File: config.mk
export PLATFORM = sky130hd
export DESIGN_NAME = txPath
export DESIGN_NICKNAME = d
export VERILOG_FILES = /design/src/common/bridgeCfgPkg.sv /design/src/common/bridgeTypesPkg.sv /design/src/verilog/ringFifo.sv /design/src/verilog/txPath.sv
export SDC_FILE = /design/constraint.sdc
export NUM_CORES = 1
export LEC_CHECK = 0
export BUFFER_PORTS_ARGS = -buffer_cell sky130_fd_sc_hd__buf_2
export CAP_MARGIN = 20
export CORE_MARGIN = 4
export CORE_UTILIZATION = 40
export DETAILED_ROUTE_END_ITERATION = 8
export HOLD_SLACK_MARGIN = 0.1
export PLACE_DENSITY = 0.65
export SETUP_SLACK_MARGIN = 0.15
export SYNTH_ARGS = -nofsm -noshare
export SYNTH_HDL_FRONTEND = slang
export SYNTH_HIERARCHICAL = 1
export SYNTH_SLANG_ARGS = --single-unit
File: constraint.sdc
create_clock -name _RD -period 2.6 [get_ports _RD]
set_clock_uncertainty 0.15 [all_clocks]
set_input_delay 0.26 -clock _RD [delete_from_list [all_inputs] [get_ports _RD]]
set_output_delay 0.26 -clock _RD [all_outputs]
set_load 0.01 [all_outputs]
File: src/common/bridgeCfgPkg.sv
`default_nettype none

package bridgeCfgPkg;

    // channel tag is sized for the largest build
    parameter int MAX_CHAN = 4;
    parameter int CHAN_W = (MAX_CHAN > 1) ? $clog2(MAX_CHAN) : 1;

    // defaults picked up by the top level
    parameter int DEFAULT_DEPTH = 8; // entries per FIFO
    parameter int DEFAULT_NUM_CHAN = 4; // receive channels, at most MAX_CHAN

endpackage

`default_nettype wire

File: src/common/bridgeTypesPkg.sv
`default_nettype none

package bridgeTypesPkg;

    typedef logic [bridgeCfgPkg::CHAN_W-1:0] chanId;

    // one received byte with the channel it arrived on
    typedef struct packed {
        chanId chan;
        logic [7:0] data;
    } rxByte;

    // one byte queued for the host
    typedef struct packed {
        logic [7:0] data;
        logic flush; // last byte of a message, like send-immediate
    } txEntry;

endpackage

`default_nettype wire

File: src/verilog/ringFifo.sv
`timescale 1ns/1ps
`default_nettype none

module ringFifo #(
    parameter int DEPTH = bridgeCfgPkg::DEFAULT_DEPTH,
    parameter type payloadT = logic [7:0]
) (
    input wire _RD,
    input wire rst,
    input wire push,
    input wire payloadT pushData,
    input wire pop,
    output payloadT headData,
    output logic empty,
    output logic full
);

    localparam int PTR_W = (DEPTH > 1) ? $clog2(DEPTH) : 1;
    localparam int CNT_W = $clog2(DEPTH + 1);

    payloadT mem [DEPTH];
    logic [PTR_W-1:0] wrPtr;
    logic [PTR_W-1:0] rdPtr;
    logic [CNT_W-1:0] count;
    logic doPush;
    logic doPop;

    function automatic logic [PTR_W-1:0] nextPtr(input logic [PTR_W-1:0] p);
        return (p == PTR_W'(DEPTH - 1)) ? '0 : p + 1'b1; // wrap at DEPTH
    endfunction

    assign full = (count == CNT_W'(DEPTH));
    assign empty = (count == '0);
    assign doPush = push && !full; // push on full is dropped
    assign doPop = pop && !empty;
    assign headData = mem[rdPtr]; // head visible without a pop

    always_ff @(posedge _RD) begin
        if (doPush) begin
            mem[wrPtr] <= pushData;
        end
    end

    always_ff @(posedge _RD) begin
        if (rst) begin
            wrPtr <= '0;
            rdPtr <= '0;
            count <= '0;
        end else begin
            if (doPush) begin
                wrPtr <= nextPtr(wrPtr);
            end
            if (doPop) begin
                rdPtr <= nextPtr(rdPtr);
            end
            // simultaneous push and pop leaves count alone
            case ({doPush, doPop})
                2'b10: count <= count + 1'b1;
                2'b01: count <= count - 1'b1;
                default: count <= count;
            endcase
        end
    end

endmodule

`default_nettype wire

File: src/verilog/txPath.sv
`timescale 1ns/1ps
`default_nettype none

module txPath #(
    parameter int DEPTH = bridgeCfgPkg::DEFAULT_DEPTH
) (
    input wire _RD,
    input wire rst,
    input wire writeStrobe,
    input wire bridgeTypesPkg::txEntry txData,
    output logic txReady,
    input wire hostTxAccept,
    output logic hostTxValid,
    output bridgeTypesPkg::txEntry hostTxData
);

    logic full;
    logic empty;
    logic recover; // one dead cycle after each write
    logic doPush;
    logic doPop;

    assign txReady = !recover && !full;
    assign doPush = writeStrobe && txReady; // writes while not ready are lost
    assign hostTxValid = !empty;
    assign doPop = hostTxAccept && !empty;

    always_ff @(posedge _RD) begin
        if (rst) begin
            recover <= 1'b0;
        end else begin
            recover <= doPush;
        end
    end

    ringFifo #(
        .DEPTH(DEPTH),
        .payloadT(bridgeTypesPkg::txEntry)
    ) txFifo_inst (
        ._RD(_RD),
        .rst(rst),
        .push(doPush),
        .pushData(txData),
        .pop(doPop),
        .headData(hostTxData),
        .empty(empty),
        .full(full)
    );

endmodule

`default_nettype wire

==> metrics.yaml <==
outcome: "finished, final reports clean"
p_int_w: 0.00257
cp.buffers_inverters: 0
startpoint_type: "flip-flop"
tightest_slew_ns: 0.556
clkLatencyLatePin_ns: 0.35
ys_warn_count: 6
grt_pass1_wl_mm: 9.96
instances_no_fill: 360
drt_first_pass_iters: 4
max_freq_mhz: 408
hpwl_mm: 3.91
synth-edff-count: 72
crit_path_cell_trace: "nor3_4 -> and2_4 -> nor3b_4 -> a21bo_4 -> ha_4 -> xor2_2 -> ha_2 -> a21oi_2 -> xor2_1 -> or3_1 -> a21oi_2"
initial_utilization_pct: 41.7
cts_buffers: 9
area_growth_syn_to_layout_pct: 24.5
grt_max_degree: 19
synthDistinctLibCells: 32
clockRootBuffer: "clkbuf_8"
reg2reg_slack_ns: 0.15
critPathTopFamily: "simple AND/OR/NAND/NOR gates"
nets: 270
synth_area_per_cell_sq_um: 18.3
clkPwrFrac_pct: 28.9
num_rows: 33
gp_congestion: 0.734
clk_pin_slew_worst_paths_ns: 0.08
slowest_delay_ns: 0.40
final_common_cell: "edfxtp_1"
power_density_nw_per_um2: 805
path_class: "reg2reg"
num_vias: 1842
mostFrequentLayoutCells: "72 x edfxtp_1, 23 x buf_2, 22 x buf_4, 18 x mux4_2, 11 x dlygate4sd3_1"
vdd_drop_max_uv: 398
final_core_util_pct: 52.0
antenna_found_initial: 0
cp.arrival_ns: 2.59
ant_nets: 0
nFillCells: 668
grt_usage_pct: 13.4
syn-num-nets: 209
grt_setup_unrepaired: "true"
cp_slowest_cell: "dfxtp_4"
die_height_microns: 101
grt-ovfl-total: 0
synth_area_sq_um: 3460
required_ns: 2.74
tns_ns: 0
cts_sinks: 86
pin_count: 24
htreeDepth: 3
routed_wl_mm: 6.25
core_area_sq_um: 8300
drc: 0
cts_tree: "built"
register_area_sq_um: 2450
switching_share_pct: 25.8
crit_fanout: 5
period_share_pct: 94.3
p_comb_share_pct: 23.4
reg2reg_depth: 11
p_seq_share_pct: 47.7
drive_above_1_share_pct: 43.5
seq_area_frac_synth_pct: 70.5
synth_seq_cells: 86
min-delay-path-class: "reg2reg"
multi_input_area_sq_um: 1080
crit_end: "txFifo_inst/count[2]"
synthArstFlopShare_pct: 0
cp_common_cell: "a21oi_2"
rr_endpoint: "txFifo_inst/count[2]"
finalMaxSlewViolations: 0
cp-startpoint: "txFifo_inst/count[2]"
maxSlewHeadroom_pct: 62.9
wl_per_cell_microns: 17.4
leakage_nw: 1.49
synthCells: 189
first_global_vias: 1874
cp_num_cells: 11
worstSetupEndpointType: "flip-flop"
p_switching_w: 0.000897
max_cap_viol_count: 0
setup_viol: 0
floorplan.die.width_microns: 101
period_needed_ns: 2.45
diodes: 0
io_buffers: 23
dp.cells: 328
drt_iter0_markers: 91
ctsLongestPathBuffers: 2
hold_viol: 0
reg2reg_from: "txFifo_inst/count[2]"
dieArea_sq_um: 10200
synth_flop_cell: "edfxtp_1"
via_per_inst: 5.12
==> how the worst min path moves through the flow <==
| stage | from | to | cells after the start |
|---|---|---|---|
| after floorplan | rst | recover | 1 |
| after global placement | recover | recover | 1 |
| after detailed placement | txFifo_inst/rdPtr[2] | flip-flop | 2 |
| after CTS | hostTxAccept | flip-flop | 6 |
| after global routing | recover | recover | 1 |
| final | txFifo_inst/rdPtr[2] | flip-flop | 2 |
==> final cells by class <==
| type | instances | share of cell area, % |
|---|---|---|
| clock buffers | 10 | 2.96 |
| clock inverters | 6 | 2.00 |
| repair buffers | 59 | 9.90 |
| inverters | 2 | 0.174 |
| well taps | 105 | 3.05 |
| multi-input cells | 92 | 25.0 |
| flip-flops and latches | 86 | 56.9 |
==> sequential cells by signal, indices dropped and copies added, names as in the netlist, named ones only <==
signal and count:
txFifo_inst/rdPtr 3, recover 1, txFifo_inst/count 4, txFifo_inst/mem 72, txFifo_inst/wrPtr 3
==> what timing repair did <==
| action | in CTS | in global routing |
|---|---|---|
| pin swaps | 0 | 9 |
| endpoints found under the setup margin | 4 | 3 |
| hold buffers | 11 | 0 |
| setup buffers | 1 | 4 |
| resized for setup | 6 | 16 |
| hold endpoints to repair | 78 | 0 |
==> synthesized netlist by cell type, types with 2 or more instances <==
cell	number	share of area, %
edfxtp_1	72	62
mux4_2	18	12
dfxtp_1	14	8.1
nor2_1	10	1.1
a21oi_1	9	1.3
mux2_2	9	2.9
ha_1	7	2.5
nor3_1	6	0.87
nand2_1	5	0.54
buf_2	3	0.43
nand2b_1	3	0.54
nor3b_1	3	0.65
xor2_1	3	0.76
buf_6	2	0.65
clkbuf_1	2	0.22
inv_1	2	0.22
mux2i_1	2	0.58
nand3b_1	2	0.43
nor2b_1	2	0.36
nor4_1	2	0.36
or3_1	2	0.36
==> cells by family (layout without fill, tap and decap cells) <==
logic type                 Yosys count  after routing  synth area share [%]
buffers and inverters               11             77                  1.84
AOI/OAI and AO/OA                   13             13                  2.46
xor gates and xnor gates             3              3                 0.759
adders and majority gates            7              7                  2.53
DFF                                 86             86                  70.5
and+or+nand+nor                     39             39                  6.36
muxes                               30             30                  15.5
==> power by group through the flow <==
stage	combinational [W]	sequential [W]	clock [W]
after global routing	0.000899	0.00166	0.00110
final	0.000814	0.00165	0.00100
after CTS	0.000750	0.00163	0.00103
after global placement	0.000704	0.00167	0
after floorplan	0.000546	0.00165	0
after detailed placement	0.000711	0.00167	0
==> per-stage QoR <==
step / hold WS, ns / cell area, sq um / setup slack [ns] / power [W]
6_report: 0.344 / 4310 / 0.147 / 0.00347
5_1_grt: 0.394 / 4310 / 0.0406 / 0.00366
4_1_cts: 0.311 / 4210 / 0.168 / 0.00341
3_5_place_dp: 0.324 / 3870 / 0.0834 / 0.00238
3_3_place_gp: 0.319 / 3870 / 0.137 / 0.00237
2_1_floorplan: 0.183 / 3540 / 0.148 / 0.00220
==> per-layer routing <==
metal  GRT usage, %  routed length, microns
met3           3.60                     292
met2           20.4                    2990
met4           5.83                     104
met1           18.0                    2860
met5              0                       0
==> worst min-delay path, stage by stage, from the launching register on <==
cell and delay (ns):
dfxtp_1 0.32, nand2_1 0.05, a21oi_1 0.07
No activity file was read; power rests on OpenSTA's default activity.
