===== src/common/bridgeCfgPkg.sv =====
`default_nettype none

package bridgeCfgPkg;

    // channel tag is sized for the largest build
    parameter int MAX_CHAN = 4;
    parameter int CHAN_W = (MAX_CHAN > 1) ? $clog2(MAX_CHAN) : 1;

    // defaults picked up by the top level
    parameter int DEFAULT_DEPTH = 8; // entries per FIFO
    parameter int DEFAULT_NUM_CHAN = 4; // receive channels, at most MAX_CHAN

endpackage

`default_nettype wire


===== src/common/bridgeTypesPkg.sv =====
`default_nettype none

package bridgeTypesPkg;

    typedef logic [bridgeCfgPkg::CHAN_W-1:0] chanId;

    // one received byte with the channel it arrived on
    typedef struct packed {
        chanId chan;
        logic [7:0] data;
    } rxByte;

    // one byte queued for the host
    typedef struct packed {
        logic [7:0] data;
        logic flush; // last byte of a message, like send-immediate
    } txEntry;

endpackage

`default_nettype wire


===== src/rxPath/channelSteer.sv =====
`timescale 1ns/1ps
`default_nettype none

module channelSteer #(
    parameter int NUM_CHAN = bridgeCfgPkg::DEFAULT_NUM_CHAN
) (
    input wire _RD,
    input wire rst,
    input wire hostPush,
    input wire bridgeTypesPkg::rxByte hostByte,
    input wire [NUM_CHAN-1:0] fifoFull,
    output logic [NUM_CHAN-1:0] fifoPush,
    output logic [NUM_CHAN-1:0] overflow
);

    logic [NUM_CHAN-1:0] hit;
    logic [NUM_CHAN-1:0] refused;

    // one-hot decode of the tag, tags past NUM_CHAN go nowhere
    always_comb begin
        hit = '0;
        if (hostPush && (int'(hostByte.chan) < NUM_CHAN)) begin
            hit[hostByte.chan] = 1'b1;
        end
    end

    assign fifoPush = hit & ~fifoFull;
    assign refused = hit & fifoFull; // byte silently lost

    // sticky until reset
    always_ff @(posedge _RD) begin
        if (rst) begin
            overflow <= '0;
        end else begin
            overflow <= overflow | refused;
        end
    end

endmodule

`default_nettype wire


===== config.mk =====
export PLATFORM = sky130hd
export DESIGN_NAME = channelSteer
export DESIGN_NICKNAME = d
export VERILOG_FILES = /design/src/common/bridgeCfgPkg.sv /design/src/common/bridgeTypesPkg.sv /design/src/rxPath/channelSteer.sv
export SDC_FILE = /design/constraint.sdc
export NUM_CORES = 1
export LEC_CHECK = 0
export ABC_AREA = 1
export ABC_CLOCK_PERIOD_IN_PS = 800
export BUFFER_PORTS_ARGS = -buffer_cell sky130_fd_sc_hd__buf_2
export CAP_MARGIN = 20
export CORE_AREA = 2 2 39 41
export CTS_BUF_LIST = sky130_fd_sc_hd__clkbuf_8
export DETAILED_ROUTE_END_ITERATION = 10
export DIE_AREA = 0 0 41 43
export PLACE_DENSITY = 0.4
export SKIP_CTS_REPAIR_TIMING = 1
export SYNTH_ARGS = -nofsm -noshare
export SYNTH_HDL_FRONTEND = slang
export SYNTH_SLANG_ARGS = --single-unit

===== constraint.sdc =====
create_clock -name _RD -period 0.8 [get_ports _RD]
set_input_delay 0.16 -clock _RD [delete_from_list [all_inputs] [get_ports _RD]]
set_output_delay 0.16 -clock _RD [all_outputs]
set_load 0.01 [all_outputs]

==> summary.md, run 1 <==
| Metric | Value |
|---|---|
| Clock latency on the worst-skew pair | `0.21 ns` |
| Finish-stage setup viols | `0` |
| PD cells | `about 1700 nW/um^2` |
| WL per Instance | `between 8 and 9 um` |
| Largest vdd supply drop | `0.461 mV` |
| Initial drt markers | `2` |
| Distinct cells, synth | `8` |
| FF/Latch Area | `between 80 and 90 um^2` |
| Clock network power share | `54.8%` |
| Port bufs | `16` |
| CP Max Fanout | `2` |
| Critical path, cell by cell | `buf_6` |
| Layout area overhead | `153%` |
| Sequential power share | `between 20% and 30%` |
| Fmax | `1250 MHz` |
| Die Span Y | `43 um` |
| Post-Syn Area | `180 um^2` |
| Cell Int Power | `around 0.0006 W` |
| Biggest regs | `overflow (4)` |
| Critical Path RT | `0.64 ns` |
| TritonCTS clock tree | `done` |
| H-Tree Depth | `1` |
| Final ANT Viol Nets | `0` |
| Layout Nets | `69` |
| DRC viols | `0` |
| Core ar. | `1380 um^2` |
| Worst Skew | `0 ns` |
| Initial antenna violation count | `0` |
| Sequential-to-total area share from yosys stat | `44.4%` |
| CTS clock-pin slew for the worst setup and hold paths | `0.03 ns` |
| Max Cap Viol | `0` |
| Worst hold slack | `0.148 ns` |
| ANT cells | `0` |
| Vias in the first global route | `around 250` |
| Sw frac | `a little over a fifth` |
| End of the worst register-to-register path | `overflow[2]` |
| Largest net degree at the start of global routing | `7` |
| Chip width | `41 um` |
| Cell count of the worst hold path | `2` |
| Min-delay src | `rst` |
| Pre-antenna DRT Iters | `2` |
| Crit share post-route | `99.6%` |
| RSZ-0062 raised after global routing | `true` |
| CP Buf/Inv Count | `1` |
| Clock sink count | `4` |
| Vias | `~250` |
| Setup Crit Path Kind | `reg -> out` |
| Switching power | `0.000161 W` |
| Global-route wire length before repair | `roughly 930 um` |
| CP arrival | `0.64 ns` |
| Flop-to-flop setup slack | `0.25 ns` |
| Vias/cell | `3.85` |
| Final Hold Viols | `0` |
| Root Driver | `clkbuf_8` |
| Final Non-Filler Cells | `66` |
| Rel. slew slack | `90.9%` |
| Clock Path Buffers | `2` |
| Leakage | `around 0.21 nW` |
| Worst-Margin Slew | `0.135 ns` |
| Status | `finished, final reports clean` |
| Delay-heaviest family, CP | `flip-flops` |
| Setup crit start kind | `flip-flop` |
| GRT overflow | `0` |
| Slew Viols, Final | `0` |
| Critical-path top delay cell | `dfxtp_2` |
| Minimum clock period | `0.797 ns` |
| Share of cells above drive strength 1 | `70.0%` |
| Crit path capture type | `output pin` |
| Placed Instances | `slightly above 60` |
| Avg Inst Size Synth | `between 6 and 7 um^2` |
| Most common cell after layout, fill and taps aside | `buf_2` |
| Setup ws final | `around 0.0029 ns` |
| TritonCTS Buffers | `3` |
| Mapped Cells | `26` |
| FF-to-FF path depth | `2` |
| Slowest cell delay on critical path | `0.31 ns` |
| GPL Wtd Cong | `~0.62` |
| Top Ports | `25` |
| Routed Wire Length | `564 um` |
| Largest Register | `overflow` |
| Cell taking the most area after synthesis | `dfxtp_1` |
| RR Startpoint | `overflow[2]` |
| WHS Endpoint | `overflow[1]` |
| Synth top area cells | `dfxtp_1 44%, inv_1 13%, a21oi_1 11%` |
| Overall fraction of global-route tracks in use | `8.23%` |
| Row cnt | `14` |
| Syn Nets | `43` |
| Starting density of the core | `a little over an eighth` |
| Die footprint | `1760 um^2` |
| Worst min path class | `in -> reg` |
| Seq cells post-synth | `4` |
| Multi-input gate area | `103 um^2` |
| Hpwl dp | `411 um` |
| Top-area cell type share of the netlist area | `44.4%` |
| Max reg flops | `4` |
| Synth Warn # | `0` |
| Pre-CTS WS | `-0.0553 ns` |
| Fillcell total | `146` |
| Most frequent cells in the layout | `9 x buf_2, 5 x inv_1, 5 x buf_6, 5 x buf_4` |
| Comb pwr share | `17.4%` |
==> layout make-up <==
class                   instances  area share [%]
repair buffers                 21            39.3
clock buffers                   3            9.07
inverters                       6            6.04
well taps                      16            4.40
flip-flops and latches          4            18.7
multi-input cells              16            22.5
==> kinds of logic (layout without fill, tap and decap cells) <==
group                  count (synthesis)  after routing  share of synthesized area, %
buffers and inverters                  6             30                          12.5
and+or+nand+nor                       12             12                          31.9
DFF                                    4              4                          44.4
AOI/OAI and AO/OA                      4              4                          11.1
==> cells in the mapped netlist (all sizes together) <==
master	n
nor3	2
a21oi	4
nor2	3
nand3	2
nand4	3
dfxtp	4
nand2	2
inv	6
==> layer usage <==
layer,global-route usage (%),share of wire [%],vias up
li1,-,-,137
met1,10.6,41,108
met2,9.69,52,9
met3,1.57,6.0,0
met4,10.0,0,0
met5,0,0,-
==> how the worst max path moves through the flow <==
stage | startpoint | slack (ns) | depth (start not counted) | endpoint
detailed placement | hostByte[9] | -0.06 | 5 | fifoPush[0]
floorplan | hostByte[9] | 0.15 | 3 | fifoPush[0]
global placement | hostByte[9] | -0.05 | 5 | fifoPush[0]
CTS | hostByte[9] | -0.06 | 5 | fifoPush[0]
global route | hostByte[8] | -0.07 | 5 | fifoPush[0]
finish | overflow[0] | 0.003 | 1 | overflow[0]
==> power groups by stage <==
| stage | clock, W | combinational [W] | sequential (W) |
|---|---|---|---|
| finish | 0.000422 | 0.000134 | 0.000214 |
| global route | 0.000448 | 0.000148 | 0.000216 |
| CTS | 0.000434 | 0.0000887 | 0.000211 |
| detailed placement | 0 | 0.0000885 | 0.000214 |
| global placement | 0 | 0.0000878 | 0.000214 |
| floorplan | 0 | 0.0000219 | 0.000218 |
==> stage by stage <==
stage               TNS (ns)  power, W  cell area (um^2)  utilization (%)
detailed placement   -0.0731  0.000302               310             22.4
floorplan                  0  0.000240               180                -
CTS                   -0.160  0.000734               352             25.4
global route          -0.133  0.000811               455             32.9
global placement     -0.0731  0.000302               310             22.4
finish                     0  0.000770               455             32.9
No activity file was read; power rests on OpenSTA's default activity.
==> run 2, diff against run 1 <==
- BUFFER_PORTS_ARGS: -buffer_cell sky130_fd_sc_hd__buf_2 -> -buffer_cell sky130_fd_sc_hd__clkbuf_2
==> run 2 against run 1 <==
- fmax barely moved
- critical path depth is the same
- worst setup slack gained 0.00053 ns
- count of clock-buffer cells in the layout did not move
- flip-flop and latch count is the same
- utilization shrank 0.81 points
- sequential share of layout area grew 0.47 points
- total power shrank 1.0%
- non-clock buffer count shrank 1
- critical path type unchanged
- largest power group unchanged
==> summary.md, run 2 (synthesized netlist as in run 1, its figures left out) <==
| Metric | Value |
|---|---|
| Status | `finished, final reports clean` |
| GRT overflow | `0` |
| Die Span Y | `approximately 43 um` |
| Fmax | `1260 MHz` |
| Critical-path top delay cell | `dfxtp_2` |
| Finish-stage setup viols | `0` |
| Post-route cell area | `444 um^2` |
| Setup TNS Final | `0 ns` |
| Slew Viols, Final | `0` |
| Crit share post-route | `99.6%` |
| GPL Wtd Cong | `0.620` |
| WL per Instance | `~8.5 um` |
| Clock Path Buffers | `2` |
| ANT cells | `0` |
| Root Driver | `clkbuf_8` |
| Fillcell total | `153` |
| TritonCTS Buffers | `3` |
| Crit path capture type | `output pin` |
| Setup ws final | `~0.0034 ns` |
| Share of cells above drive strength 1 | `67.3%` |
| Min-delay src | `rst` |
| Switching power | `0.000159 W` |
| Initial antenna violation count | `0` |
| Worst hold slack | `between 0.1 and 0.15 ns` |
| Vias | `251` |
| Critical Path RT | `~0.64 ns` |
| Slowest cell delay on critical path | `0.31 ns` |
| Row cnt | `14` |
| CP arrival | `roughly 0.64 ns` |
| Hpwl dp | `421 um` |
| Rel. slew slack | `between 90 and 100%` |
| Chip width | `41 um` |
| Critical path, cell by cell | `buf_6` |
| Pre-antenna DRT Iters | `2` |
| Setup Crit Path Kind | `reg -> out` |
| Comb pwr share | `between 15 and 20%` |
| Max Cap Viol | `0` |
| Most frequent cells in the layout | `5 x inv_1, 5 x clkbuf_2, 5 x buf_4` |
| Biggest regs | `overflow (4)` |
| Clock sink count | `4` |
| Die footprint | `about 1800 um^2` |
| Multi-input gate area | `103 um^2` |
| Vias/cell | `3.86` |
| Final Hold Viols | `0` |
| Clock latency on the worst-skew pair | `about 0.22 ns` |
| Max reg flops | `4` |
| Critical Path Source | `overflow[3]` |
| RSZ-0062 raised after global routing | `true` |
| Port bufs | `16` |
| Cell Int Power | `between 0.0006 and 0.0007 W` |
| Initial drt markers | `1` |
| Pre-CTS WS | `-0.0631 ns` |
| CTS clock-pin slew for the worst setup and hold paths | `around 0.030 ns` |
| Starting density of the core | `13.0%` |
| Clock network power share | `a little under three fifths` |
| Largest Register | `overflow` |
| Worst-Margin Slew | `0.124 ns` |
| Sw frac | `20.8%` |
| Placed Area | `310 um^2` |
| PD cells | `1720 nW/um^2` |
| Final Core Density | `approximately a third` |
| Global-route wire length before repair | `~950 um` |
| Top Ports | `25` |
| RR Startpoint | `overflow[1]` |
| Overall fraction of global-route tracks in use | `~8.4%` |
| Worst Skew | `0 ns` |
| Largest vdd supply drop | `0.441 mV` |
| Delay-heaviest family, CP | `flip-flops` |
| Layout Nets | `68` |
| Final ANT Viol Nets | `0` |
| Worst min path class | `in -> reg` |
| H-Tree Depth | `1` |
| Layout area overhead | `147%` |
| Routed Wire Length | `550 um` |
| Sequential power share | `28.1%` |
| Largest net degree at the start of global routing | `7` |
| FF/Latch Area | `85.1 um^2` |
| Leakage | `0.203 nW` |
| Minimum clock period | `roughly 0.8 ns` |
| CP Max Fanout | `2` |
| Setup crit start kind | `flip-flop` |
| DRC viols | `0` |
| TritonCTS clock tree | `done` |
| Vias in the first global route | `about 230` |
| Core ar. | `1380 um^2` |
| CP Buf/Inv Count | `1` |
-- run 2: cell count changes in the layout (fill, tap and decap cells not counted), sizes merged --
cell	change
clkbuf	+5
buf	-6
-- run 2: worst paths after layout --
path,slack (ns),endpoint,cells after the start
setup / recovery,0.003,overflow[3],1
hold reg to reg,0.45,overflow[0],2
setup reg to reg,0.24,overflow[1],2
hold / removal,0.15,overflow[3],2
-- run 2: power groups by stage --
stage | Clock (W) | Combinational, W | Sequential, W
after floorplan | 0 | 0.0000219 | 0.000218
after global placement | 0 | 0.0000877 | 0.000214
after detailed placement | 0 | 0.0000887 | 0.000214
after CTS | 0.000434 | 0.0000893 | 0.000211
after global routing | 0.000442 | 0.000141 | 0.000216
final | 0.000421 | 0.000127 | 0.000214
-- run 2: cell type report --
type / count / share of cell area (%)
timing repair buffer: 20 / 37.7
multi-input combinational: 16 / 23.1
sequential: 4 / 19.2
clock buffer: 3 / 9.30
inverter: 6 / 6.20
tap: 16 / 4.51
-- run 2: metal layers --
metal  part of all wire (%)  GRT usage, %  vias to the layer above
met2                     50          9.69                       11
met1                     40          11.3                      105
met5                      0             0                        -
met3                    7.6          1.57                        2
met4                    1.8          10.0                        0
li1                       -             -                      133
-- run 2: through the flow --
step,power (W),instances
3_3_place_gp,0.000302,62
2_1_floorplan,0.000240,26
4_1_cts,0.000735,65
6_report,0.000762,65
5_1_grt,0.000798,65
3_5_place_dp,0.000303,62
==> run 3, diff against run 2 <==
- CTS_BUF_LIST: sky130_fd_sc_hd__clkbuf_8 -> default
==> run 3 against run 2 <==
- the flow now finishes with violations (negative setup slack)
- count of clock-buffer cells in the layout did not move
- hold slack got worse by 0.021 ns
- critical path depth did not move
- flip-flop and latch count did not move
- final cell count did not move
- total power fell by 22%
- sequential power barely moved
- global-route usage fell by 0.20 points
- largest cell class unchanged
==> summary.md, run 3 (synthesized netlist as in run 1, its figures left out) <==
| Metric | Value |
|---|---|
| Rel. slew slack | `around 92%` |
| Slowest cell delay on critical path | `0.31 ns` |
| Setup ws final | `-0.0205 ns` |
| Fmax | `1220 MHz` |
| Critical-path top delay cell | `dfxtp_2` |
| Placed Instances | `62` |
| Vias in the first global route | `roughly 230` |
| Layout Nets | `68` |
| CTS clock-pin slew for the worst setup and hold paths | `0.04 ns` |
| Leakage | `around 0.19 nW` |
| Row cnt | `14` |
| Vias/cell | `~3.9` |
| Pre-antenna DRT Iters | `4` |
| Initial drt markers | `6` |
| Top Ports | `25` |
| Worst hold slack | `roughly 0.13 ns` |
| TritonCTS clock tree | `done` |
| Layout area overhead | `136%` |
| Clock sink count | `4` |
| CP Max Fanout | `2` |
| Initial antenna violation count | `0` |
| Worst-Margin Slew | `approximately 0.12 ns` |
| TritonCTS Buffers | `3` |
| Minimum clock period | `0.820 ns` |
| Finish-stage setup viols | `4` |
| Core ar. | `1380 um^2` |
| RSZ-0062 raised after global routing | `true` |
| Setup crit start kind | `flip-flop` |
| Starting density of the core | `13.0%` |
| Clock latency on the worst-skew pair | `0.24 ns` |
| GRT overflow | `0` |
| PD cells | `between 1000 and 1500 nW/um^2` |
| Die footprint | `1760 um^2` |
| ANT cells | `0` |
| Max reg flops | `4` |
| Chip width | `41 um` |
| CP arrival | `0.66 ns` |
| Overall fraction of global-route tracks in use | `8.23%` |
| Vias | `251` |
| H-Tree Depth | `1` |
| Global-route wire length before repair | `~910 um` |
| Delay-heaviest family, CP | `flip-flops` |
| WL per Instance | `8.54 um` |
| CP Buf/Inv Count | `1` |
| Setup Crit Path Kind | `reg -> out` |
| Clock Path Buffers | `2` |
| Final Core Density | `30.7%` |
| Critical path, cell by cell | `buf_6` |
| DRC viols | `0` |
| Failing checks | `negative setup slack` |
| Worst min path class | `in -> reg` |
| Crit share post-route | `103%` |
| Critical Path RT | `0.64 ns` |
| Biggest regs | `overflow (4)` |
| Largest vdd supply drop | `0.379 mV` |
| Port bufs | `16` |
| Placed Area | `around 310 um^2` |
| Largest Register | `overflow` |
| Post-route cell area | `425 um^2` |
| Status | `finished, violations left` |
| GPL Wtd Cong | `a little over 0.6` |
| Routed Wire Length | `555 um` |
| Share of cells above drive strength 1 | `67.3%` |
| Final Non-Filler Cells | `between 60 and 70` |
| Hpwl dp | `421 um` |
| Largest net degree at the start of global routing | `7` |
| Die Span Y | `43 um` |
| Root Driver | `clkbuf_4` |
| Final ANT Viol Nets | `0` |
| Setup TNS Final | `-0.0715 ns` |
| Crit path capture type | `output pin` |
| Max Cap Viol | `0` |
| Slew Viols, Final | `0` |
| Worst Skew | `0 ns` |
| Most frequent cells in the layout | `5 x inv_1, 5 x clkbuf_2, 5 x buf_4` |
| Final Hold Viols | `0` |
## run 3: power by group
part           internal (W)  total [W]  switching [W]
clock              0.000168   0.000255      0.0000869
sequential         0.000209   0.000214     0.00000439
combinational     0.0000733   0.000127      0.0000540
## run 3: area by class of cell
cell class              count  area (um^2)
multi-input cells          16          103
clock buffers               3         22.5
inverters                   6         27.5
fillers                   154          958
well taps                  16         20.0
flip-flops and latches      4         85.1
repair buffers             20          168
## run 3: final timing paths
| check | cells past startpoint | slack (ns) | end | startpoint |
|---|---|---|---|---|
| setup / recovery | 1 | -0.02 | overflow[3] | overflow[3] |
| hold / removal | 2 | 0.13 | overflow[3] | rst |
| setup reg to reg | 2 | 0.24 | overflow[0] | overflow[0] |
| hold reg to reg | 2 | 0.46 | overflow[3] | overflow[3] |
## run 3: layer usage
layer  track usage (%)  wire length (um)  up-vias
met3              1.57                37        0
met2              9.38               296        9
li1                  -                 -      134
met4              10.0                 0        0
met1              10.9               222      108
met5                 0                 0        -
## run 3: per-stage QoR
step	total power, W	worst slack, ns
global route	0.000630	-0.0519
finish	0.000596	-0.0205
CTS	0.000565	-0.0625
global placement	0.000302	-0.0613
detailed placement	0.000303	-0.0631
floorplan	0.000240	0.152
