File: src/common/bridgeCfgPkg.sv
`default_nettype none

package bridgeCfgPkg;

    // channel tag is sized for the largest build
    parameter int MAX_CHAN = 4;
    parameter int CHAN_W = (MAX_CHAN > 1) ? $clog2(MAX_CHAN) : 1;

    // defaults picked up by the top level
    parameter int DEFAULT_DEPTH = 8; // entries per FIFO
    parameter int DEFAULT_NUM_CHAN = 4; // receive channels, at most MAX_CHAN

endpackage

`default_nettype wire

File: src/verilog/ringFifo.sv
`timescale 1ns/1ps
`default_nettype none

module ringFifo #(
    parameter int DEPTH = bridgeCfgPkg::DEFAULT_DEPTH,
    parameter type payloadT = logic [7:0]
) (
    input wire _RD,
    input wire rst,
    input wire push,
    input wire payloadT pushData,
    input wire pop,
    output payloadT headData,
    output logic empty,
    output logic full
);

    localparam int PTR_W = (DEPTH > 1) ? $clog2(DEPTH) : 1;
    localparam int CNT_W = $clog2(DEPTH + 1);

    payloadT mem [DEPTH];
    logic [PTR_W-1:0] wrPtr;
    logic [PTR_W-1:0] rdPtr;
    logic [CNT_W-1:0] count;
    logic doPush;
    logic doPop;

    function automatic logic [PTR_W-1:0] nextPtr(input logic [PTR_W-1:0] p);
        return (p == PTR_W'(DEPTH - 1)) ? '0 : p + 1'b1; // wrap at DEPTH
    endfunction

    assign full = (count == CNT_W'(DEPTH));
    assign empty = (count == '0);
    assign doPush = push && !full; // push on full is dropped
    assign doPop = pop && !empty;
    assign headData = mem[rdPtr]; // head visible without a pop

    always_ff @(posedge _RD) begin
        if (doPush) begin
            mem[wrPtr] <= pushData;
        end
    end

    always_ff @(posedge _RD) begin
        if (rst) begin
            wrPtr <= '0;
            rdPtr <= '0;
            count <= '0;
        end else begin
            if (doPush) begin
                wrPtr <= nextPtr(wrPtr);
            end
            if (doPop) begin
                rdPtr <= nextPtr(rdPtr);
            end
            // simultaneous push and pop leaves count alone
            case ({doPush, doPop})
                2'b10: count <= count + 1'b1;
                2'b01: count <= count - 1'b1;
                default: count <= count;
            endcase
        end
    end

endmodule

`default_nettype wire

File: config.mk
export PLATFORM = sky130hd
export DESIGN_NAME = ringFifo
export DESIGN_NICKNAME = d
export VERILOG_FILES = /design/src/common/bridgeCfgPkg.sv /design/src/verilog/ringFifo.sv
export SDC_FILE = /design/constraint.sdc
export NUM_CORES = 1
export LEC_CHECK = 0
export BUFFER_PORTS_ARGS = -buffer_cell sky130_fd_sc_hd__buf_2
export CAP_MARGIN = 10
export CORE_MARGIN = 3
export CORE_UTILIZATION = 26
export DETAILED_ROUTE_END_ITERATION = 8
export PLACE_DENSITY = 0.39
export REMOVE_ABC_BUFFERS = 1
export SYNTH_ARGS = -nofsm -noshare
export SYNTH_HDL_FRONTEND = slang
export SYNTH_SLANG_ARGS = --single-unit
export TNS_END_PERCENT = 1
File: constraint.sdc
create_clock -name _RD -period 2.9 [get_ports _RD]
set_input_delay 0.58 -clock _RD [delete_from_list [all_inputs] [get_ports _RD]]
set_output_delay 0.58 -clock _RD [all_outputs]
set_load 0.01 [all_outputs]
==> results of run 1 <==
==> stage by stage <==
stage	worst slack, ps	power (W)	utilization	std cells
CTS	202	0.00313	0.319	353
global placement	451	0.00209	0.296	337
detailed placement	218	0.00213	0.296	337
floorplan	581	0.00188	-	163
finish	342	0.00310	0.320	353
global route	133	0.00328	0.320	353
==> worst min-delay path by stage <==
stage                           from  depth (start not counted)               endpoint
3_3_place_gp   rdPtr[2]$_SDFFE_PP0N_                          2  rdPtr[2]$_SDFFE_PP0N_
3_5_place_dp   rdPtr[2]$_SDFFE_PP0N_                          2                   flop
5_1_grt                  pushData[4]                          1    mem[0][4]$_DFFE_PP_
4_1_cts                  pushData[4]                          1    mem[0][4]$_DFFE_PP_
2_1_floorplan  rdPtr[2]$_SDFFE_PP0N_                          2                   flop
6_report       rdPtr[2]$_SDFFE_PP0N_                          2  rdPtr[2]$_SDFFE_PP0N_
==> where the power goes <==
group	leakage (nW)	switching, W	total, W	internal (W)
registers	0.687	0.0000846	0.00138	0.00129
clock network	0.119	0.000425	0.000996	0.000570
logic	0.445	0.000355	0.000728	0.000373
==> routing by layer <==
metal / global-route usage / wire length, um / part of all wire / up-vias
met5: 0 / 0 / 0 / -
met4: 0.0469 / 93 / 0.015 / 0
met3: 0.0326 / 214 / 0.034 / 8
met2: 0.184 / 3400 / 0.54 / 24
met1: 0.116 / 2580 / 0.41 / 793
li1: - / - / - / 745
==> sequential cells by signal, summed over array words and instances, names as in the netlist, named ones only <==
name and flops:
rdPtr 3, count 4, mem 64, wrPtr 3
==> cells in the final DEF, fill, tap and decap left out, drive strengths merged, types with 3 or more instances in the layout <==
cell	n
edfxtp	64
buf	31
mux4	16
dfxtp	13
nor2	9
a21oi	9
clkbuf	9
mux2	9
ha	7
nor3	6
nand2	5
clkinvlp	4
xor2	3
nand2b	3
clkinv	3
==> worst min-delay path: cells and delay by family (launching register included) <==
family | cells | cell delay [ps]
simple gates | 1 | 60
compound gates | 1 | 80
flops | 1 | 310
==> cell families (layout without fill, tap and decap cells) <==
family          Yosys count  after routing
buf+inv                  10             48
simple gates             35             35
flops                    77             77
xor+xnor                  3              3
mux                      27             27
fa+ha+maj                 7              7
compound gates           13             13
==> cell type report <==
class / count / area [sq um] / share of cell area
inverter: 1 / 3.75 / 0.00101
sequential: 77 / 2180 / 0.590
clock inverter: 7 / 42.5 / 0.0115
clock buffer: 9 / 225 / 0.0609
timing repair buffer: 31 / 180 / 0.0487
multi-input combinational: 85 / 886 / 0.240
tap: 143 / 179 / 0.0484
==> what timing repair did <==
item,in CTS,in global routing
setup endpoints to repair,0,1
resized for setup,0,1
endpoints found under the hold margin,0,0
==> results_dict.tcl, run 1 <==
set metrics [dict create \
    synth-simple-area-share 0.0603 \
    die-width_um 115 \
    cp.required_ps 3160 \
    wl_per_cell_um 17.8 \
    synth_enable_flop_cells 64 \
    drtIter0Drc 61 \
    path_class "reg2reg" \
    coreArea_sq_um 11600 \
    hold_class "reg2reg" \
    crit_path_end "count[2]$_SDFFE_PP0P_" \
    fp.dieArea_sq_um 13300 \
    power_density_nw_per_um2 838 \
    synthCells 172 \
    syn-cell-area_sq_um 3110 \
    whs_ps 513 \
    end_kind "flop" \
    worstMarginPinSlew_ps 523 \
    rr_endpoint "count[2]$_SDFFE_PP0P_" \
    synthMuxAreaShare 0.155 \
    arrival_ps 2820 \
    hold_buffers 0 \
    drc_errors 0 \
    cts.clk_slew.worst_paths_ps 60 \
    clock-sinks 77 \
    hpwl_mm 4.12 \
    synthAdderAreaFrac 0.0282 \
    post_cts_buffers 0 \
    synth.avg_cell_area_sq_um 18.1 \
    rsz0062_at_grt "false" \
    cp_num_buf_inv 0 \
    diodes 0 \
    rr_worst_depth 9 \
    critical_path.startpoint "count[1]$_SDFFE_PP0P_" \
    grtUsageTotal 0.105 \
    synth_top_area_frac 0.618 \
    grt_pass1_vias 1699 \
    initial_core_util 0.269 \
    clk_latency_ps 330 \
    nets 224 \
    ir_worst_vdd_mv 0.316 \
    grt_pass1_wl_mm 9.68 \
    cts_tree "done" \
    numCtsBuffers 9 \
    clock_path_buffers 2 \
    synth_top_cells_by_area "edfxtp_1 62%, mux4_2 12%, dfxtp_1 8.4%" \
    wl_mm 6.29 \
    finalHoldViolations 0 \
    ys_ff_latch 77 \
    path_depth 9 \
    crit_path_cell_trace "nor3_1, a21bo_1, ha_1, xor2_1, ha_1, a21oi_1, xor2_1, or3_1, a21oi_1" \
    r2r_slack_ps 340 \
    synthFlopType "edfxtp_1" \
    status "complete, no violations" \
    grt_max_degree 17 \
    fin_tns_setup_ps 0 \
    synth_top_family_by_area "multiplexers" \
    postLayoutCellArea_sq_um 3700 \
    fp.dieH_um 115 \
    drive_above_1_share 0.338 \
    cpLargestDelayFamily "simple AND/OR/NAND/NOR gates" \
    finalClockSkew_ps 6.35 \
    p_leak_nw 1.25 \
    synthArstFlopShare 0 \
    port_buffers 21 \
    root_buffer "clkbuf_16" \
    start_kind "flop" \
    antenna_found_initial 0 \
    timing.rr.start "count[1]$_SDFFE_PP0P_" \
    fmax_mhz 391 \
    n_fill_cell 1102 \
    finalSetupViolations 0 \
    synth_largest_area_cell "edfxtp_1" \
    h-tree-depth 3 \
    fin_crit_ps 2560 \
    yosysMostFrequentCell "edfxtp_1" \
    yosys-top-cells-count "64 x edfxtp_1, 16 x mux4_2, 13 x dfxtp_1, 9 x a21oi_1, 9 x nor2_1" \
    worstPathMaxFanout 11 \
    synth_xor_area_frac 0.00845 \
    yosys_warnings 0 \
    synth_compound_area_frac 0.0274 \
    antenna_left 0 \
    drt-pass1-iter-count 4 \
    yosysUniqueCellTypes 31 \
    ys_seq_area_frac 0.702 \
    vias 1570 \
    pin_count 22 \
    cp_slowest_cell "dfxtp_1" \
    place.gp.congestion 0.792 \
    via_per_inst 4.45 \
    rows 39 \
    areaGrowthSynthToFinish_pct 18.9 \
    critPathMaxStageDelay_ps 400 \
    max-slew-margin-rel 0.651 \
    max_cap_violations 0 \
    postPlaceCellArea_sq_um 3420 \
    globalRoute.totalOverflow 0 \
    period_share 0.882 \
    finalMaxSlewViolations 0 \
]
Power figures use the tool's default switching activity.
==> inputs of run 2 (changes only) <==
==> constraint.sdc (replaced) <==
create_clock -name _RD -period 2.9 [get_ports _RD]
set_input_delay 0.29 -clock _RD [delete_from_list [all_inputs] [get_ports _RD]]
set_output_delay 0.29 -clock _RD [all_outputs]
set_load 0.01 [all_outputs]
==> run 2 against run 1 <==
Final area grew 1.4%; global-route usage shrank 0.50 points; sequential cell count stayed put; combinational power fell by 2%; wire length down 5.4%; first-iteration DRC count rose by 15%; final cell count is the same; sequential share of layout area shrank 0.83 points; setup slack lost 57 ps; fmax shrank 2.2%; clock skew is 1.7 ps higher; core utilization grew 0.45 points; highest routed layer unchanged.
==> results_dict.tcl, run 2 (synthesis results as in run 1) <==
set metrics [dict create \
    final_cell_count_no_fill 353 \
    die-width_um 115 \
    register_area_sq_um 2180 \
    r2r_slack_ps 280 \
    placed_cells 337 \
    via_per_inst 4.49 \
    initial_core_util 0.269 \
    multi_input_area_sq_um 875 \
    cp_num_buf_inv 1 \
    hold_buffers 0 \
    crit_path_end "count[2]$_SDFFE_PP0P_" \
    n_fill_cell 1087 \
    ir_worst_vdd_mv 0.387 \
    path_class "reg2reg" \
    path_depth 9 \
    fp.dieArea_sq_um 13300 \
    drive_above_1_share 0.333 \
    clk_latency_ps 330 \
    finalSetupViolations 0 \
    layout_commonest_cell "edfxtp_1" \
    hpwl_mm 3.95 \
    drc_errors 0 \
    rr_endpoint "count[2]$_SDFFE_PP0P_" \
    antenna_found_initial 0 \
    areaGrowthSynthToFinish_pct 20.6 \
    finalMaxSlewViolations 0 \
    cts_resized 0 \
    rows 39 \
    final_cell_mix "64 x edfxtp_1, 21 x buf_2, 16 x mux4_2" \
    max_cap_violations 0 \
    crit_path_cell_trace "o41ai_2, inv_1, ha_1, xor2_1, ha_1, a21oi_1, xor2_1, or3_1, a21oi_1" \
    reg_top3 "mem x64, count x4" \
    pin_count 22 \
    globalRoute.totalOverflow 0 \
    worstPathMaxFanout 8 \
    grt_max_degree 17 \
    cts_tree "done" \
    rsz0062_at_grt "false" \
    end_kind "flop" \
    wl_mm 5.96 \
    clock_path_buffers 2 \
    nets 224 \
    fp.dieH_um 115 \
    p_leak_nw 1.29 \
    clock-sinks 77 \
    power_w 0.00332 \
    start_kind "flop" \
    cp.required_ps 3160 \
    fin_crit_ps 2620 \
    wl_per_cell_um 16.9 \
    antenna_left 0 \
    h-tree-depth 3 \
    coreArea_sq_um 11600 \
    cpLargestDelayFamily "compound AO/OA/AOI/OAI gates" \
    largest_register_ff_count 64 \
    hold_class "in2reg" \
    cts.clk_slew.worst_paths_ps 60 \
    critical_path.startpoint "count[1]$_SDFFE_PP0P_" \
    postLayoutCellArea_sq_um 3750 \
    regMostFlops "mem" \
    fmax_mhz 382 \
    port_buffers 21 \
    power_density_nw_per_um2 884 \
    drt-pass1-iter-count 4 \
    critPathMaxStageDelay_ps 630 \
    grt_pass1_wl_mm 9.31 \
    fin_tns_setup_ps 0 \
    status "complete, no violations" \
    numCtsBuffers 9 \
    arrival_ps 2880 \
    finalHoldViolations 0 \
    worstMarginPinSlew_ps 580 \
    timing.rr.start "count[1]$_SDFFE_PP0P_" \
    place.gp.congestion 0.780 \
    period_share 0.902 \
    cp_slowest_cell "o41ai_2" \
    diodes 0 \
    rr_worst_depth 9 \
    grt_pass1_vias 1732 \
    postPlaceCellArea_sq_um 3420 \
    vias 1586 \
    grtUsageTotal 0.0997 \
    post_cts_buffers 0 \
    drtIter0Drc 70 \
    finalClockSkew_ps 8.07 \
    root_buffer "clkbuf_16" \
    max-slew-margin-rel 0.609 \
]
==> run 2: worst min-delay path by stage <==
stage                                     start                    end  slack (ps)  cells past startpoint
after floorplan                             rst  count[2]$_SDFFE_PP0P_         360                      1
after global placement    rdPtr[2]$_SDFFE_PP0N_  rdPtr[2]$_SDFFE_PP0N_         490                      2
after detailed placement  rdPtr[2]$_SDFFE_PP0N_  rdPtr[2]$_SDFFE_PP0N_         510                      2
after CTS                           pushData[5]    mem[0][5]$_DFFE_PP_         220                      1
after global routing                pushData[7]    mem[6][7]$_DFFE_PP_         230                      1
final                               pushData[7]    mem[0][7]$_DFFE_PP_         240                      1
==> run 2: final cells by class <==
cell class / instances / area share
repair buffers: 31 / 0.0480
multi-input cells: 85 / 0.233
clock inverters: 5 / 0.0264
inverters: 1 / 0.00100
well taps: 143 / 0.0477
clock buffers: 11 / 0.0620
flip-flops and latches: 77 / 0.582
==> run 2: per-layer routing <==
layer,up-vias,share of wire,track usage
met5,-,0,0
met4,0,0.012,0.0399
met3,7,0.041,0.0295
met2,31,0.53,0.173
met1,802,0.41,0.115
li1,746,-,-
==> run 2: power breakdown <==
part	internal, W	switching [W]	total (W)
clock	0.000836	0.000396	0.00123
combinational	0.000366	0.000349	0.000715
sequential	0.00129	0.0000762	0.00137
total	0.00249	0.000821	0.00332
==> run 2: metrics by stage <==
step / hold slack (ps) / worst slack [ps] / utilization
5_1_grt: 231 / 58.3 / 0.324
3_3_place_gp: 492 / 454 / 0.296
3_5_place_dp: 506 / 314 / 0.296
4_1_cts: 222 / 292 / 0.324
2_1_floorplan: 359 / 593 / -
6_report: 236 / 284 / 0.324
==> inputs of run 3 (changes only) <==
--- a/config.mk
+++ b/config.mk
@@ -7,10 +7,12 @@
 export LEC_CHECK = 0
 export BUFFER_PORTS_ARGS = -buffer_cell sky130_fd_sc_hd__buf_2
 export CAP_MARGIN = 10
+export CELL_PAD_IN_SITES_DETAIL_PLACEMENT = 0
+export CELL_PAD_IN_SITES_GLOBAL_PLACEMENT = 1
 export CORE_MARGIN = 3
 export CORE_UTILIZATION = 26
 export DETAILED_ROUTE_END_ITERATION = 8
-export PLACE_DENSITY = 0.39
+export PLACE_DENSITY = 0.43
 export REMOVE_ABC_BUFFERS = 1
 export SYNTH_ARGS = -nofsm -noshare
 export SYNTH_HDL_FRONTEND = slang
==> run 3 against run 2 <==
Wire length rose by 3.4%; count of clock-buffer cells in the layout fell by 1; largest cell class unchanged; sequential cell count unchanged; register-to-register slack improved by 170 ps.
==> results_dict.tcl, run 3 (synthesis results as in run 1) <==
set metrics [dict create \
    clockPowerShare 0.357 \
    drtIter0Drc 91 \
    finalClockSkew_ps 7.42 \
    grtUsageTotal 0.102 \
    max_cap_violations 0 \
    p_leak_nw 1.29 \
    worstPathMaxFanout 11 \
    finalSetupViolations 0 \
    clock_path_buffers 2 \
    globalRoute.totalOverflow 0 \
    postPlaceCellArea_sq_um 3430 \
    fp.dieH_um 115 \
    clock-sinks 77 \
    hold_buffers 0 \
    h-tree-depth 3 \
    hold_class "in2reg" \
    clk_latency_ps 330 \
    busiest_layer "met2" \
    numCtsBuffers 9 \
    grt_pass1_wl_mm 9.60 \
    max-slew-margin-rel 0.593 \
    r2r_slack_ps 460 \
    hpwl_mm 4.00 \
    wl_mm 6.16 \
    vias 1591 \
    placed_cells 338 \
    cts.clk_slew.worst_paths_ps 60 \
    path_class "reg2reg" \
    grt_max_degree 17 \
    cpLargestDelayFamily "simple AND/OR/NAND/NOR gates" \
    root_buffer "clkbuf_16" \
    worstMarginPinSlew_ps 610 \
    cp.required_ps 3160 \
    nets 225 \
    drc_errors 0 \
    antenna_found_initial 0 \
    rows 39 \
    grt_pass1_vias 1723 \
    pwr-share-seq 0.419 \
    via_per_inst 4.49 \
    power_density_nw_per_um2 872 \
    diodes 0 \
    fin_tns_setup_ps 0 \
    pin_count 22 \
    multi_input_area_sq_um 875 \
    wl_per_cell_um 17.4 \
    ir_worst_vdd_mv 0.297 \
    fp.dieArea_sq_um 13300 \
    regMostFlops "mem" \
    critPathMaxStageDelay_ps 390 \
    place_ws_ps 468 \
    initial_core_util 0.269 \
    met2_usage 0.165 \
    areaGrowthSynthToFinish_pct 20.4 \
    antenna_left 0 \
    cts_resized 0 \
    p_int_w 0.00242 \
    postLayoutCellArea_sq_um 3740 \
    arrival_ps 2700 \
    period_share 0.843 \
    largest_register_ff_count 64 \
    die-width_um 115 \
    rsz0062_at_grt "false" \
    n_fill_cell 1104 \
    end_kind "flop" \
    finalMaxSlewViolations 0 \
    status "complete, no violations" \
    final_cell_mix "64 x edfxtp_1, 21 x buf_2, 16 x mux4_2" \
    place.gp.congestion 0.776 \
    coreArea_sq_um 11600 \
    sw_frac_of_total 0.258 \
    register_area_sq_um 2180 \
    post_cts_buffers 0 \
    cp_num_buf_inv 0 \
    reg_top3 "mem x64, count x4" \
    p_comb_frac 0.224 \
    cts_tree "done" \
    final_cell_count_no_fill 354 \
    grtUsageMet3 0.0221 \
    layout_commonest_cell "edfxtp_1" \
    start_kind "flop" \
    fmax_mhz 409 \
    drive_above_1_share 0.346 \
    port_buffers 21 \
    setup_slack_ps 455 \
    crit_path_cell_trace "nor3_1, a21bo_1, ha_1, xor2_1, ha_1, a21oi_1, xor2_1, or3_1, a21oi_1" \
    drt-pass1-iter-count 4 \
    cp_slowest_cell "dfxtp_1" \
    gr-usage-met1 0.129 \
    fin_crit_ps 2440 \
    finalHoldViolations 0 \
    p_sw_w 0.000843 \
]
## run 3: final timing paths
kind / start / to / cells past startpoint
setup / recovery: count[1]$_SDFFE_PP0P_ / count[2]$_SDFFE_PP0P_ / 9
hold / removal: pushData[4] / mem[6][4]$_DFFE_PP_ / 1
setup reg to reg: count[1]$_SDFFE_PP0P_ / count[2]$_SDFFE_PP0P_ / 9
hold reg to reg: rdPtr[2]$_SDFFE_PP0N_ / rdPtr[2]$_SDFFE_PP0N_ / 2
## run 3: worst register-to-register path: cells and delay by family (launching register included)
family | cells | cell delay [ps]
flip-flops | 1 | 390
adder cells (fa/ha/maj) | 2 | 510
AND/OR/NAND/NOR | 2 | 580
AO/OA/AOI/OAI | 3 | 560
XOR/XNOR | 2 | 340
## run 3: final cells by class
type | instances | share of cell area
sequential | 77 | 0.583
inverter | 1 | 0.00100
clock inverter | 6 | 0.0234
multi-input combinational | 85 | 0.234
tap | 143 | 0.0478
clock buffer | 10 | 0.0612
timing repair buffer | 32 | 0.0501
## run 3: per-layer routing
metal,routed length (um),part of all wire
met4,68,0.011
met5,0,0
met1,2800,0.46
met3,151,0.025
met2,3130,0.51
## run 3: per-stage QoR
step,utilization,power (W),hold slack (ps)
finish,0.324,0.00326,234
global route,0.324,0.00345,226
CTS,0.324,0.00332,214
detailed placement,0.296,0.00214,488
global placement,0.296,0.00211,474
floorplan,-,0.00188,359
## run 3: power by group through the flow
stage	clock network [W]	registers (W)	logic, W
after floorplan	0	0.00142	0.000465
after global placement	0	0.00138	0.000729
after detailed placement	0	0.00139	0.000748
after CTS	0.00120	0.00137	0.000752
after global routing	0.00125	0.00138	0.000818
final	0.00117	0.00137	0.000731
